### src/hdl/btb_defines.svh
/*
 * Sizing macros for the fetch branch target buffer.
 * Included by both packages, the RTL and the testbench.
 * The tag and index together cover PC bits 15 down to 2.
 */

`ifndef BTB_DEFINES_SVH
`define BTB_DEFINES_SVH

// Address width
`define XLEN 32

// Direct-mapped table geometry
`define BTB_IDX_LEN 4
`define BTB_SIZE 16
`define BTB_TAG_LEN 10

// Instructions fetched per cycle
`define FETCH_WIDTH 2

// Fetch PC after reset
`define RESET_PC 32'h0000_1000

`endif

### src/hdl/btb_pkg.sv
/*
 * Types that describe the branch target buffer table.
 * An entry is what one table slot stores, an update is one
 * write request coming back from branch resolution.
 */

`include "btb_defines.svh"

package btb_pkg;

   ///////////////////////////////////////////////////////////////////////
   // Table entry
   ///////////////////////////////////////////////////////////////////////

   // 43 bits
   typedef struct packed {
      logic                    valid;
      logic [`BTB_TAG_LEN-1:0] tag;
      logic [`XLEN-1:0]        target;
   } btb_entry_t;

   ///////////////////////////////////////////////////////////////////////
   // Update request
   ///////////////////////////////////////////////////////////////////////

   // Resolved taken branch and where it went, 65 bits
   typedef struct packed {
      logic             en;
      logic [`XLEN-1:0] pc;
      logic [`XLEN-1:0] target;
   } btb_update_t;

endpackage

### src/hdl/fetch_pkg.sv
/*
 * Types that describe the fetch side of the predictor.
 * Per-slot lookup results, the bundle handed downstream each
 * cycle, and the redirect that execute sends back.
 */

`include "btb_defines.svh"

package fetch_pkg;

   // One slot's lookup result, 65 bits
   typedef struct packed {
      logic [`XLEN-1:0] pc;
      logic             hit;
      logic [`XLEN-1:0] target;
   } slot_pred_t;

   ///////////////////////////////////////////////////////////////////////
   // Fetch output
   ///////////////////////////////////////////////////////////////////////

   typedef struct packed {
      logic                                valid;
      logic [`XLEN-1:0]                    fetch_pc;
      logic [`FETCH_WIDTH-1:0]             hit;
      logic [`FETCH_WIDTH-1:0][`XLEN-1:0]  target;
      logic [`XLEN-1:0]                    next_pc;
   } fetch_bundle_t;

   ///////////////////////////////////////////////////////////////////////
   // Execute redirect
   ///////////////////////////////////////////////////////////////////////

   // Overrides any prediction when en is set
   typedef struct packed {
      logic             en;
      logic [`XLEN-1:0] pc;
   } redirect_t;

endpackage

### src/hdl/fetch_pc_gen.sv
/*
 * Fetch PC register and the sequential slot addresses.
 * A redirect wins over the predicted next PC; with fetch_en low
 * and no redirect the PC holds.
 */

`include "btb_defines.svh"

module fetch_pc_gen (
   input  logic                               clock,
   input  logic                               reset,
   input  logic                               fetch_en,
   input  fetch_pkg::redirect_t               redirect,
   input  logic [`XLEN-1:0]                   next_pc,
   output logic [`XLEN-1:0]                   fetch_pc,
   output logic [`FETCH_WIDTH-1:0][`XLEN-1:0] lookup_pc
);

   logic [`XLEN-1:0] pc_reg;

   ///////////////////////////////////////////////////////////////////////
   // PC register
   ///////////////////////////////////////////////////////////////////////

   always_ff @(posedge clock) begin
      if (reset) begin
         pc_reg <= `RESET_PC;
      end else if (redirect.en) begin
         pc_reg <= redirect.pc;
      end else if (fetch_en) begin
         pc_reg <= next_pc;
      end
   end

   assign fetch_pc = pc_reg;

   ///////////////////////////////////////////////////////////////////////
   // Slot addresses
   ///////////////////////////////////////////////////////////////////////

   // Slot i looks at the i-th word after the fetch PC
   always_comb begin
      for (int i = 0; i < `FETCH_WIDTH; i++) begin
         lookup_pc[i] = pc_reg + `XLEN'(4 * i);
      end
   end

endmodule

### src/hdl/btb_storage.sv
/*
 * Direct-mapped entry array of the branch target buffer.
 * Two write ports; when both aim at the same index port 0 wins.
 * The whole array is exposed so each read port can index it.
 */

`include "btb_defines.svh"

module btb_storage (
   input  logic                                     clock,
   input  logic                                     reset,
   input  btb_pkg::btb_update_t                     update_0,
   input  btb_pkg::btb_update_t                     update_1,
   output btb_pkg::btb_entry_t [`BTB_SIZE-1:0]      entries
);

   localparam int IDX_LSB = 2;
   localparam int TAG_LSB = IDX_LSB + `BTB_IDX_LEN;

   btb_pkg::btb_entry_t [`BTB_SIZE-1:0] table_q;

   logic [`BTB_IDX_LEN-1:0] idx_0;
   logic [`BTB_IDX_LEN-1:0] idx_1;
   logic [`BTB_TAG_LEN-1:0] tag_0;
   logic [`BTB_TAG_LEN-1:0] tag_1;
   logic                    wr_1;

   ///////////////////////////////////////////////////////////////////////
   // Address split
   ///////////////////////////////////////////////////////////////////////

   assign idx_0 = update_0.pc[IDX_LSB +: `BTB_IDX_LEN];
   assign tag_0 = update_0.pc[TAG_LSB +: `BTB_TAG_LEN];
   assign idx_1 = update_1.pc[IDX_LSB +: `BTB_IDX_LEN];
   assign tag_1 = update_1.pc[TAG_LSB +: `BTB_TAG_LEN];

   // Port 1 steps aside only when port 0 writes the same index
   assign wr_1 = update_1.en && !(update_0.en && (idx_1 == idx_0));

   ///////////////////////////////////////////////////////////////////////
   // Table write
   ///////////////////////////////////////////////////////////////////////

   always_ff @(posedge clock) begin
      if (reset) begin
         table_q <= '0;
      end else begin
         if (update_0.en) begin
            table_q[idx_0].valid  <= 1'b1;
            table_q[idx_0].tag    <= tag_0;
            table_q[idx_0].target <= update_0.target;
         end
         if (wr_1) begin
            table_q[idx_1].valid  <= 1'b1;
            table_q[idx_1].tag    <= tag_1;
            table_q[idx_1].target <= update_1.target;
         end
      end
   end

   assign entries = table_q;

endmodule

### src/hdl/btb_read_port.sv
/*
 * One lookup slot of the branch target buffer.
 * Purely combinational; a miss reports a zero target.
 */

`include "btb_defines.svh"

module btb_read_port (
   input  logic                                lookup_en,
   input  logic [`XLEN-1:0]                    lookup_pc,
   input  btb_pkg::btb_entry_t [`BTB_SIZE-1:0] entries,
   output fetch_pkg::slot_pred_t               pred
);

   localparam int IDX_LSB = 2;
   localparam int TAG_LSB = IDX_LSB + `BTB_IDX_LEN;

   logic [`BTB_IDX_LEN-1:0] idx;
   logic [`BTB_TAG_LEN-1:0] tag;
   btb_pkg::btb_entry_t     entry;
   logic                    hit;

   // Index and tag of the slot address
   assign idx = lookup_pc[IDX_LSB +: `BTB_IDX_LEN];
   assign tag = lookup_pc[TAG_LSB +: `BTB_TAG_LEN];

   assign entry = entries[idx];

   assign hit = lookup_en && entry.valid && (entry.tag == tag);

   ///////////////////////////////////////////////////////////////////////
   // Slot result
   ///////////////////////////////////////////////////////////////////////

   always_comb begin
      pred.pc     = lookup_pc;
      pred.hit    = hit;
      pred.target = hit ? entry.target : '0;
   end

endmodule

### src/hdl/next_pc_select.sv
/*
 * Picks where fetch goes next and packs the fetch bundle.
 * The lowest slot that hits supplies the target; with no hit,
 * fetch falls through past the whole bundle.
 */

`include "btb_defines.svh"

module next_pc_select (
   input  logic                                      fetch_en,
   input  logic [`XLEN-1:0]                          fetch_pc,
   input  fetch_pkg::slot_pred_t [`FETCH_WIDTH-1:0]  pred,
   output logic [`XLEN-1:0]                          next_pc,
   output fetch_pkg::fetch_bundle_t                  bundle
);

   logic [`XLEN-1:0] seq_pc;
   logic [`XLEN-1:0] sel_pc;

   // Sequential fall-through, 4 bytes per slot
   assign seq_pc = fetch_pc + `XLEN'(4 * `FETCH_WIDTH);

   ///////////////////////////////////////////////////////////////////////
   // Priority select
   ///////////////////////////////////////////////////////////////////////

   // Walk from the top slot down so slot 0 has the last word
   always_comb begin
      sel_pc = seq_pc;
      for (int i = `FETCH_WIDTH - 1; i >= 0; i--) begin
         if (pred[i].hit) begin
            sel_pc = pred[i].target;
         end
      end
   end

   assign next_pc = sel_pc;

   ///////////////////////////////////////////////////////////////////////
   // Bundle
   ///////////////////////////////////////////////////////////////////////

   always_comb begin
      bundle.valid    = fetch_en;
      bundle.fetch_pc = fetch_pc;
      bundle.next_pc  = sel_pc;
      // Hit bits go out as looked up, shadowed ones included
      for (int i = 0; i < `FETCH_WIDTH; i++) begin
         bundle.hit[i]    = pred[i].hit;
         bundle.target[i] = pred[i].target;
      end
   end

endmodule

### src/hdl/fetch_predictor_top.sv
/*
 * Branch prediction front end of the two-wide fetch stage.
 * PC generator, BTB storage, one read port per fetch slot and
 * the next-PC selector. Lookup is same-cycle; updates land at
 * the clock edge and are seen from the next cycle on.
 */

`include "btb_defines.svh"

module fetch_predictor_top (
   input  logic                      clock,
   input  logic                      reset,
   input  logic                      fetch_en,
   input  fetch_pkg::redirect_t      redirect,
   input  btb_pkg::btb_update_t      update_0,
   input  btb_pkg::btb_update_t      update_1,
   output fetch_pkg::fetch_bundle_t  bundle
);

   logic [`XLEN-1:0]                           fetch_pc;
   logic [`XLEN-1:0]                           next_pc;
   logic [`FETCH_WIDTH-1:0][`XLEN-1:0]         lookup_pc;
   btb_pkg::btb_entry_t [`BTB_SIZE-1:0]        entries;
   fetch_pkg::slot_pred_t [`FETCH_WIDTH-1:0]   pred;

   ///////////////////////////////////////////////////////////////////////
   // Fetch PC
   ///////////////////////////////////////////////////////////////////////

   fetch_pc_gen u_pc_gen (
      .clock     (clock),
      .reset     (reset),
      .fetch_en  (fetch_en),
      .redirect  (redirect),
      .next_pc   (next_pc),
      .fetch_pc  (fetch_pc),
      .lookup_pc (lookup_pc)
   );

   ///////////////////////////////////////////////////////////////////////
   // Target table
   ///////////////////////////////////////////////////////////////////////

   btb_storage u_storage (
      .clock    (clock),
      .reset    (reset),
      .update_0 (update_0),
      .update_1 (update_1),
      .entries  (entries)
   );

   // One lookup slice per fetch slot
   generate
      for (genvar i = 0; i < `FETCH_WIDTH; i++) begin : g_slot
         btb_read_port u_read_port (
            .lookup_en (fetch_en),
            .lookup_pc (lookup_pc[i]),
            .entries   (entries),
            .pred      (pred[i])
         );
      end
   endgenerate

   ///////////////////////////////////////////////////////////////////////
   // Next PC
   ///////////////////////////////////////////////////////////////////////

   next_pc_select u_select (
      .fetch_en (fetch_en),
      .fetch_pc (fetch_pc),
      .pred     (pred),
      .next_pc  (next_pc),
      .bundle   (bundle)
   );

endmodule

### config.mk
export PLATFORM = sky130hd
export DESIGN_NAME = fetch_predictor_top
export DESIGN_NICKNAME = d
export VERILOG_FILES = /design/src/hdl/btb_pkg.sv /design/src/hdl/fetch_pkg.sv /design/src/hdl/fetch_pc_gen.sv /design/src/hdl/btb_storage.sv /design/src/hdl/btb_read_port.sv /design/src/hdl/next_pc_select.sv /design/src/hdl/fetch_predictor_top.sv
export VERILOG_INCLUDE_DIRS = /design/src /design/src/hdl
export SDC_FILE = /design/constraint.sdc
export NUM_CORES = 2
export LEC_CHECK = 0
export BUFFER_PORTS_ARGS = -buffer_cell sky130_fd_sc_hd__buf_4
export CAP_MARGIN = 20
export CORE_ASPECT_RATIO = 0.8
export CORE_MARGIN = 3
export CORE_UTILIZATION = 55
export CTS_CLUSTER_SIZE = 16
export DETAILED_ROUTE_END_ITERATION = 6
export MAX_ROUTING_LAYER = met4
export PLACE_DENSITY = 0.7
export SKIP_CTS_REPAIR_TIMING = 1
export SYNTH_ARGS = -nofsm -noshare
export SYNTH_HDL_FRONTEND = slang
export SYNTH_SLANG_ARGS = --single-unit
### constraint.sdc
create_clock -name clock -period 5.34 [get_ports clock]
set_clock_uncertainty 0.1 [all_clocks]
set_input_delay 0.267 -clock clock [delete_from_list [all_inputs] [get_ports clock]]
set_output_delay 0.267 -clock clock [all_outputs]
set_load 0.05 [all_outputs]
* Yosys cells after proc, flatten, opt, wreduce, memory -nomap -nowiden
Index checks and enable logic that the tools add are counted.
** Storage, ports and cells
- Word-level logic and storage cells :: 101
- Input port bits :: 166
- Output and inout bits :: 131
- Bits in registers :: 720
** Cells by class
- Add/subtract/negate cells :: 2
- Reductions and logical operators :: 10
- Mux-type cells :: 31
- $lt $le $gt $ge :: 6
- Equal/unequal tests :: 3
** Operator list (count)
- bitwise mux 688 bit :: 6
- 2-to-1 mux 688 bit :: 3
- demux 43 bit (select 4 bit) :: 6
- binary-select mux 43 bit (select 4 bit) :: 2
- 2-to-1 mux 32 bit :: 8
- 2-to-1 mux 43 bit :: 4
- 2-to-1 mux 42 bit :: 2
- adder 32 x 4 -> 32 bit, second input constant :: 1
- == test 10 bit :: 2
- < comparator 4 x 5 -> 1 bit, second input constant :: 4
- adder 16 x 3 -> 16 bit, second input constant :: 1
- >= comparator 4 x 1 -> 1 bit, second input constant :: 2
- logical AND 1 bit :: 8
- == test 4 bit :: 1
- nonzero test 2 bit :: 1
- logical NOT 1 bit :: 1

* Longest topological paths before layout
- Word-level depth :: 13
- Gate-level depth with buffers :: 16
- Mapped depth without buffers :: 11

* By module
A second synthesis with hierarchy kept.
** Unflattened totals
- Cell total of the unflattened synthesis :: 4577
- Area, all modules :: 47584.4 µm²
** Modules (own cells, without submodules)
- btb_storage :: instances 1, area an instance 30959.7 µm², sequential area each 13773.2 µm², cells an instance 3175
- btb_read_port :: instances 2, area an instance 6127.1 µm², sequential area each 0.0 µm², cells an instance 404
- fetch_pc_gen :: instances 1, area an instance 2307.2 µm², sequential area each 640.6 µm², cells an instance 294
- next_pc_select :: instances 1, area an instance 2063.2 µm², sequential area each 0.0 µm², cells an instance 300

* Worst setup path after synthesis
OpenSTA, ideal clock, no wires.
- Path type :: register -> output
- From :: register u_pc_gen.pc_reg[2] (netlist: u_pc_gen.fetch_pc[2])
- To :: output bundle[0] (netlist bit)
- Cell stages (with the launch flop) :: 12
- Data arrival time :: 5121 ps
- Required time :: 4973 ps
- Path buffers :: 2
- Path slack :: -148 ps
- Cells stage by stage :: dfxtp_1 -> ha_1 -> buf_6 -> buf_4 -> mux4_2 -> mux4_2 -> xnor2_1 -> nor4_1 -> o2111ai_2 -> a2111oi_2 -> a21oi_1 -> a21oi_1
** RTL lines
- start: declaration :: line fetch_pc_gen.sv:19 : logic [`XLEN-1:0] pc_reg;
- start signal: assignment :: line fetch_pc_gen.sv:27 : pc_reg <= `RESET_PC;
- start signal: assignment :: line fetch_pc_gen.sv:29 : pc_reg <= redirect.pc;
- start signal: assignment :: line fetch_pc_gen.sv:31 : pc_reg <= next_pc;
- end: declaration :: line fetch_predictor_top.sv:17 : output fetch_pkg::fetch_bundle_t bundle

==> out/results.tsv <==
metric	value	unit
startpoint	u_pc_gen.fetch_pc[2]	
drv_cap	0	
r2r_slack	950	ps
hold_class	input pin to flop	
grt_usage	38.7	%
final_max_slew_viol_count	0	
final_common_cell	nor2_1	
slowest_delay	580	ps
slew_headroom	20.1	%
whs_path_depth	5	
endpoint_kind	output port	
layout-drive-gt1-share	20.8	%
max_freq	0.190	GHz
leakage	19.1	nW
cts_tree	built	
wirelength	166	mm
hold_ws	-34.0	ps
ys_seq_elements	720	
outcome	complete, but fails checks	
drc	0	
async_flop_share	0	%
hold_viol_final	1	
initial_utilization	56.1	%
multi_input_area	28100	µm²
hold_start	redirect[24]	
die_area	84700	µm²
clock_latency	660	ps
syn_area_per_cell	9.85	µm²
synth-edff-count	0	
syn2layout_area_growth	14.3	%
root_buffer	clkbuf_16	
n_fill_cell	6390	
htreeDepth	3	
vdd_ir_drop_max	0.000252	V
power_density	268	nW/µm²
antenna_found_initial	10	
cts.sinks	720	
final_cell_mix	nor2_1, mux2i_1, dfxtp_1, a211oi_1, mux4_2	
clk_pin_slew	70	ps
setup_violations	0	
critical_path_arrival	4880	ps
ff2ff_path_depth	11	
min_period	5250	ps
coreArea	79700	µm²
grt_pass1_wl	243	mm
placementRows	92	
ys_types	77	
worstMarginPinSlew	1190	ps
fin_util	64.1	%
p_total	13.7	mW
gr-total-overflow	0	
dpl.hpwl	97.5	mm
violations	hold timing	
rsz0062_at_grt	no	
r2r_end	u_pc_gen.fetch_pc[12]	
syn_nets	4703	
grt_max_degree	192	
drtIter0Drc	5373	
setup_ws	89.8	ps
crit_path_top_delay_cell	or4_1	
seq_area	14400	µm²
portBuffers	260	
path_cells	ha_4 > mux4_2 > mux2i_1 > mux2i_2 > or4_1 > nor3b_2 > o2111a_1 > nand2_1 > buf_4 > a21oi_1 > a21oi_1 > buf_4	
worst_setup_path_start_kind	flop	
design_area	51100	µm²
crit_fanout	27	
ioPinCount	297	
syn-instance-count	4535	
synth_area	44700	µm²
routed_via_density	6.95	
vias	39603	
fin_nets	4718	
cts_buffer_depth	3	
grt_pass1_vias	36659	
r2r_start	u_pc_gen.fetch_pc[2]	
cp.required	4970	ps
cts_made_buffers	76	
gp_congestion	0.969	
period_share	98.3	%
die-width	325	µm
ant_nets	0	
critPathKind	flop to output port	
post-place-ws	487	ps
die_h	261	µm
holdPathEnd	u_pc_gen.fetch_pc[24]	
place_area	46900	µm²
dr.pass1.iters	6	
yosys_warnings	0	
ys_seq_area_share	32.3	%
synth_flop_cell	dfxtp_1	
wire_per_inst	29.2	µm
-- cell type report --
cell class / count / area share (%)
clock inverters: 21 / 0.473
clock buffers: 111 / 4.48
flip-flops and latches: 720 / 28.3
well taps: 1081 / 2.65
multi-input cells: 3192 / 55.0
repair buffers: 523 / 8.86
inverters: 37 / 0.279
diodes: 10 / 0.0490
-- kinds of logic (layout without fill, tap and decap cells) --
logic type / Yosys count / in the layout / synth area share (%)
mux: 1127 / 1127 / 35.8
simple gates: 1111 / 1111 / 10.2
compound gates: 890 / 890 / 14.7
flops: 720 / 720 / 32.3
buf+inv: 623 / 692 / 5.68
xor+xnor: 62 / 62 / 1.25
fa+ha+maj: 2 / 2 / 0.0560
other cells: 0 / 10 / 0
-- how the worst max path moves through the flow --
stage	end	slack, ps	cells after the start
finish	bundle[2]	90	12
global route	bundle[8]	6	14
CTS	bundle[2]	-220	10
detailed placement	bundle[2]	490	10
global placement	bundle[2]	490	10
floorplan	bundle[0]	-150	11
-- worst max-delay path, delay by kind of cell (launching register included) --
family          cells  cell delay, ps
mux                 3            1000
compound gates      3             790
buf+inv             2             510
fa+ha+maj           1             440
flops               1             420
simple gates        3            1080
-- cells in the mapped netlist (13+ instances only) --
| cell | instances | area share [%] |
|---|---|---|
| buf_2 | 53 | 0.59 |
| a21oi_1 | 50 | 0.56 |
| o21ai_0 | 36 | 0.40 |
| dfxtp_1 | 720 | 32 |
| a211oi_1 | 686 | 12 |
| clkbuf_1 | 382 | 3.2 |
| mux2i_1 | 738 | 17 |
| nor3_1 | 28 | 0.31 |
| inv_1 | 35 | 0.29 |
| buf_1 | 126 | 1.1 |
| xnor2_1 | 39 | 0.76 |
| mux4_2 | 366 | 18 |
| a31oi_1 | 38 | 0.53 |
| nand3_1 | 47 | 0.53 |
| mux2_2 | 15 | 0.38 |
| xor2_1 | 21 | 0.41 |
| o21ai_1 | 13 | 0.15 |
| nor2_1 | 791 | 6.6 |
| nand2_1 | 149 | 1.3 |
| buf_4 | 18 | 0.30 |
| and2_1 | 27 | 0.38 |
-- per-stage QoR --
step	setup TNS, ps	std cells
final	0	5695
after global placement	0	5404
after global routing	0	5694
after floorplan	-443	4535
after detailed placement	0	5404
after CTS	-1100	5536
-- registers in the layout, summed over array words and instances, names as in the netlist --
| signal | cells |
|---|---|
| u_pc_gen.fetch_pc | 32 |
| u_storage.entries | 688 |
-- metal layers --
| layer | share of wire, % | GRT usage (%) | routed length [µm] |
|---|---|---|---|
| met3 | 13 | 10.3 | 21900 |
| met1 | 39 | 52.2 | 65200 |
| met4 | 4.7 | 15.6 | 7740 |
| met2 | 43 | 55.3 | 71500 |
| met5 | 0 | - | 0 |
-- power breakdown --
group | internal [mW] | total (mW) | switching, mW
registers | 5.56 | 5.75 | 0.187
clock network | 3.17 | 5.52 | 2.36
logic | 0.941 | 2.40 | 1.46
Note: power is estimated with default switching activity, not from simulation.
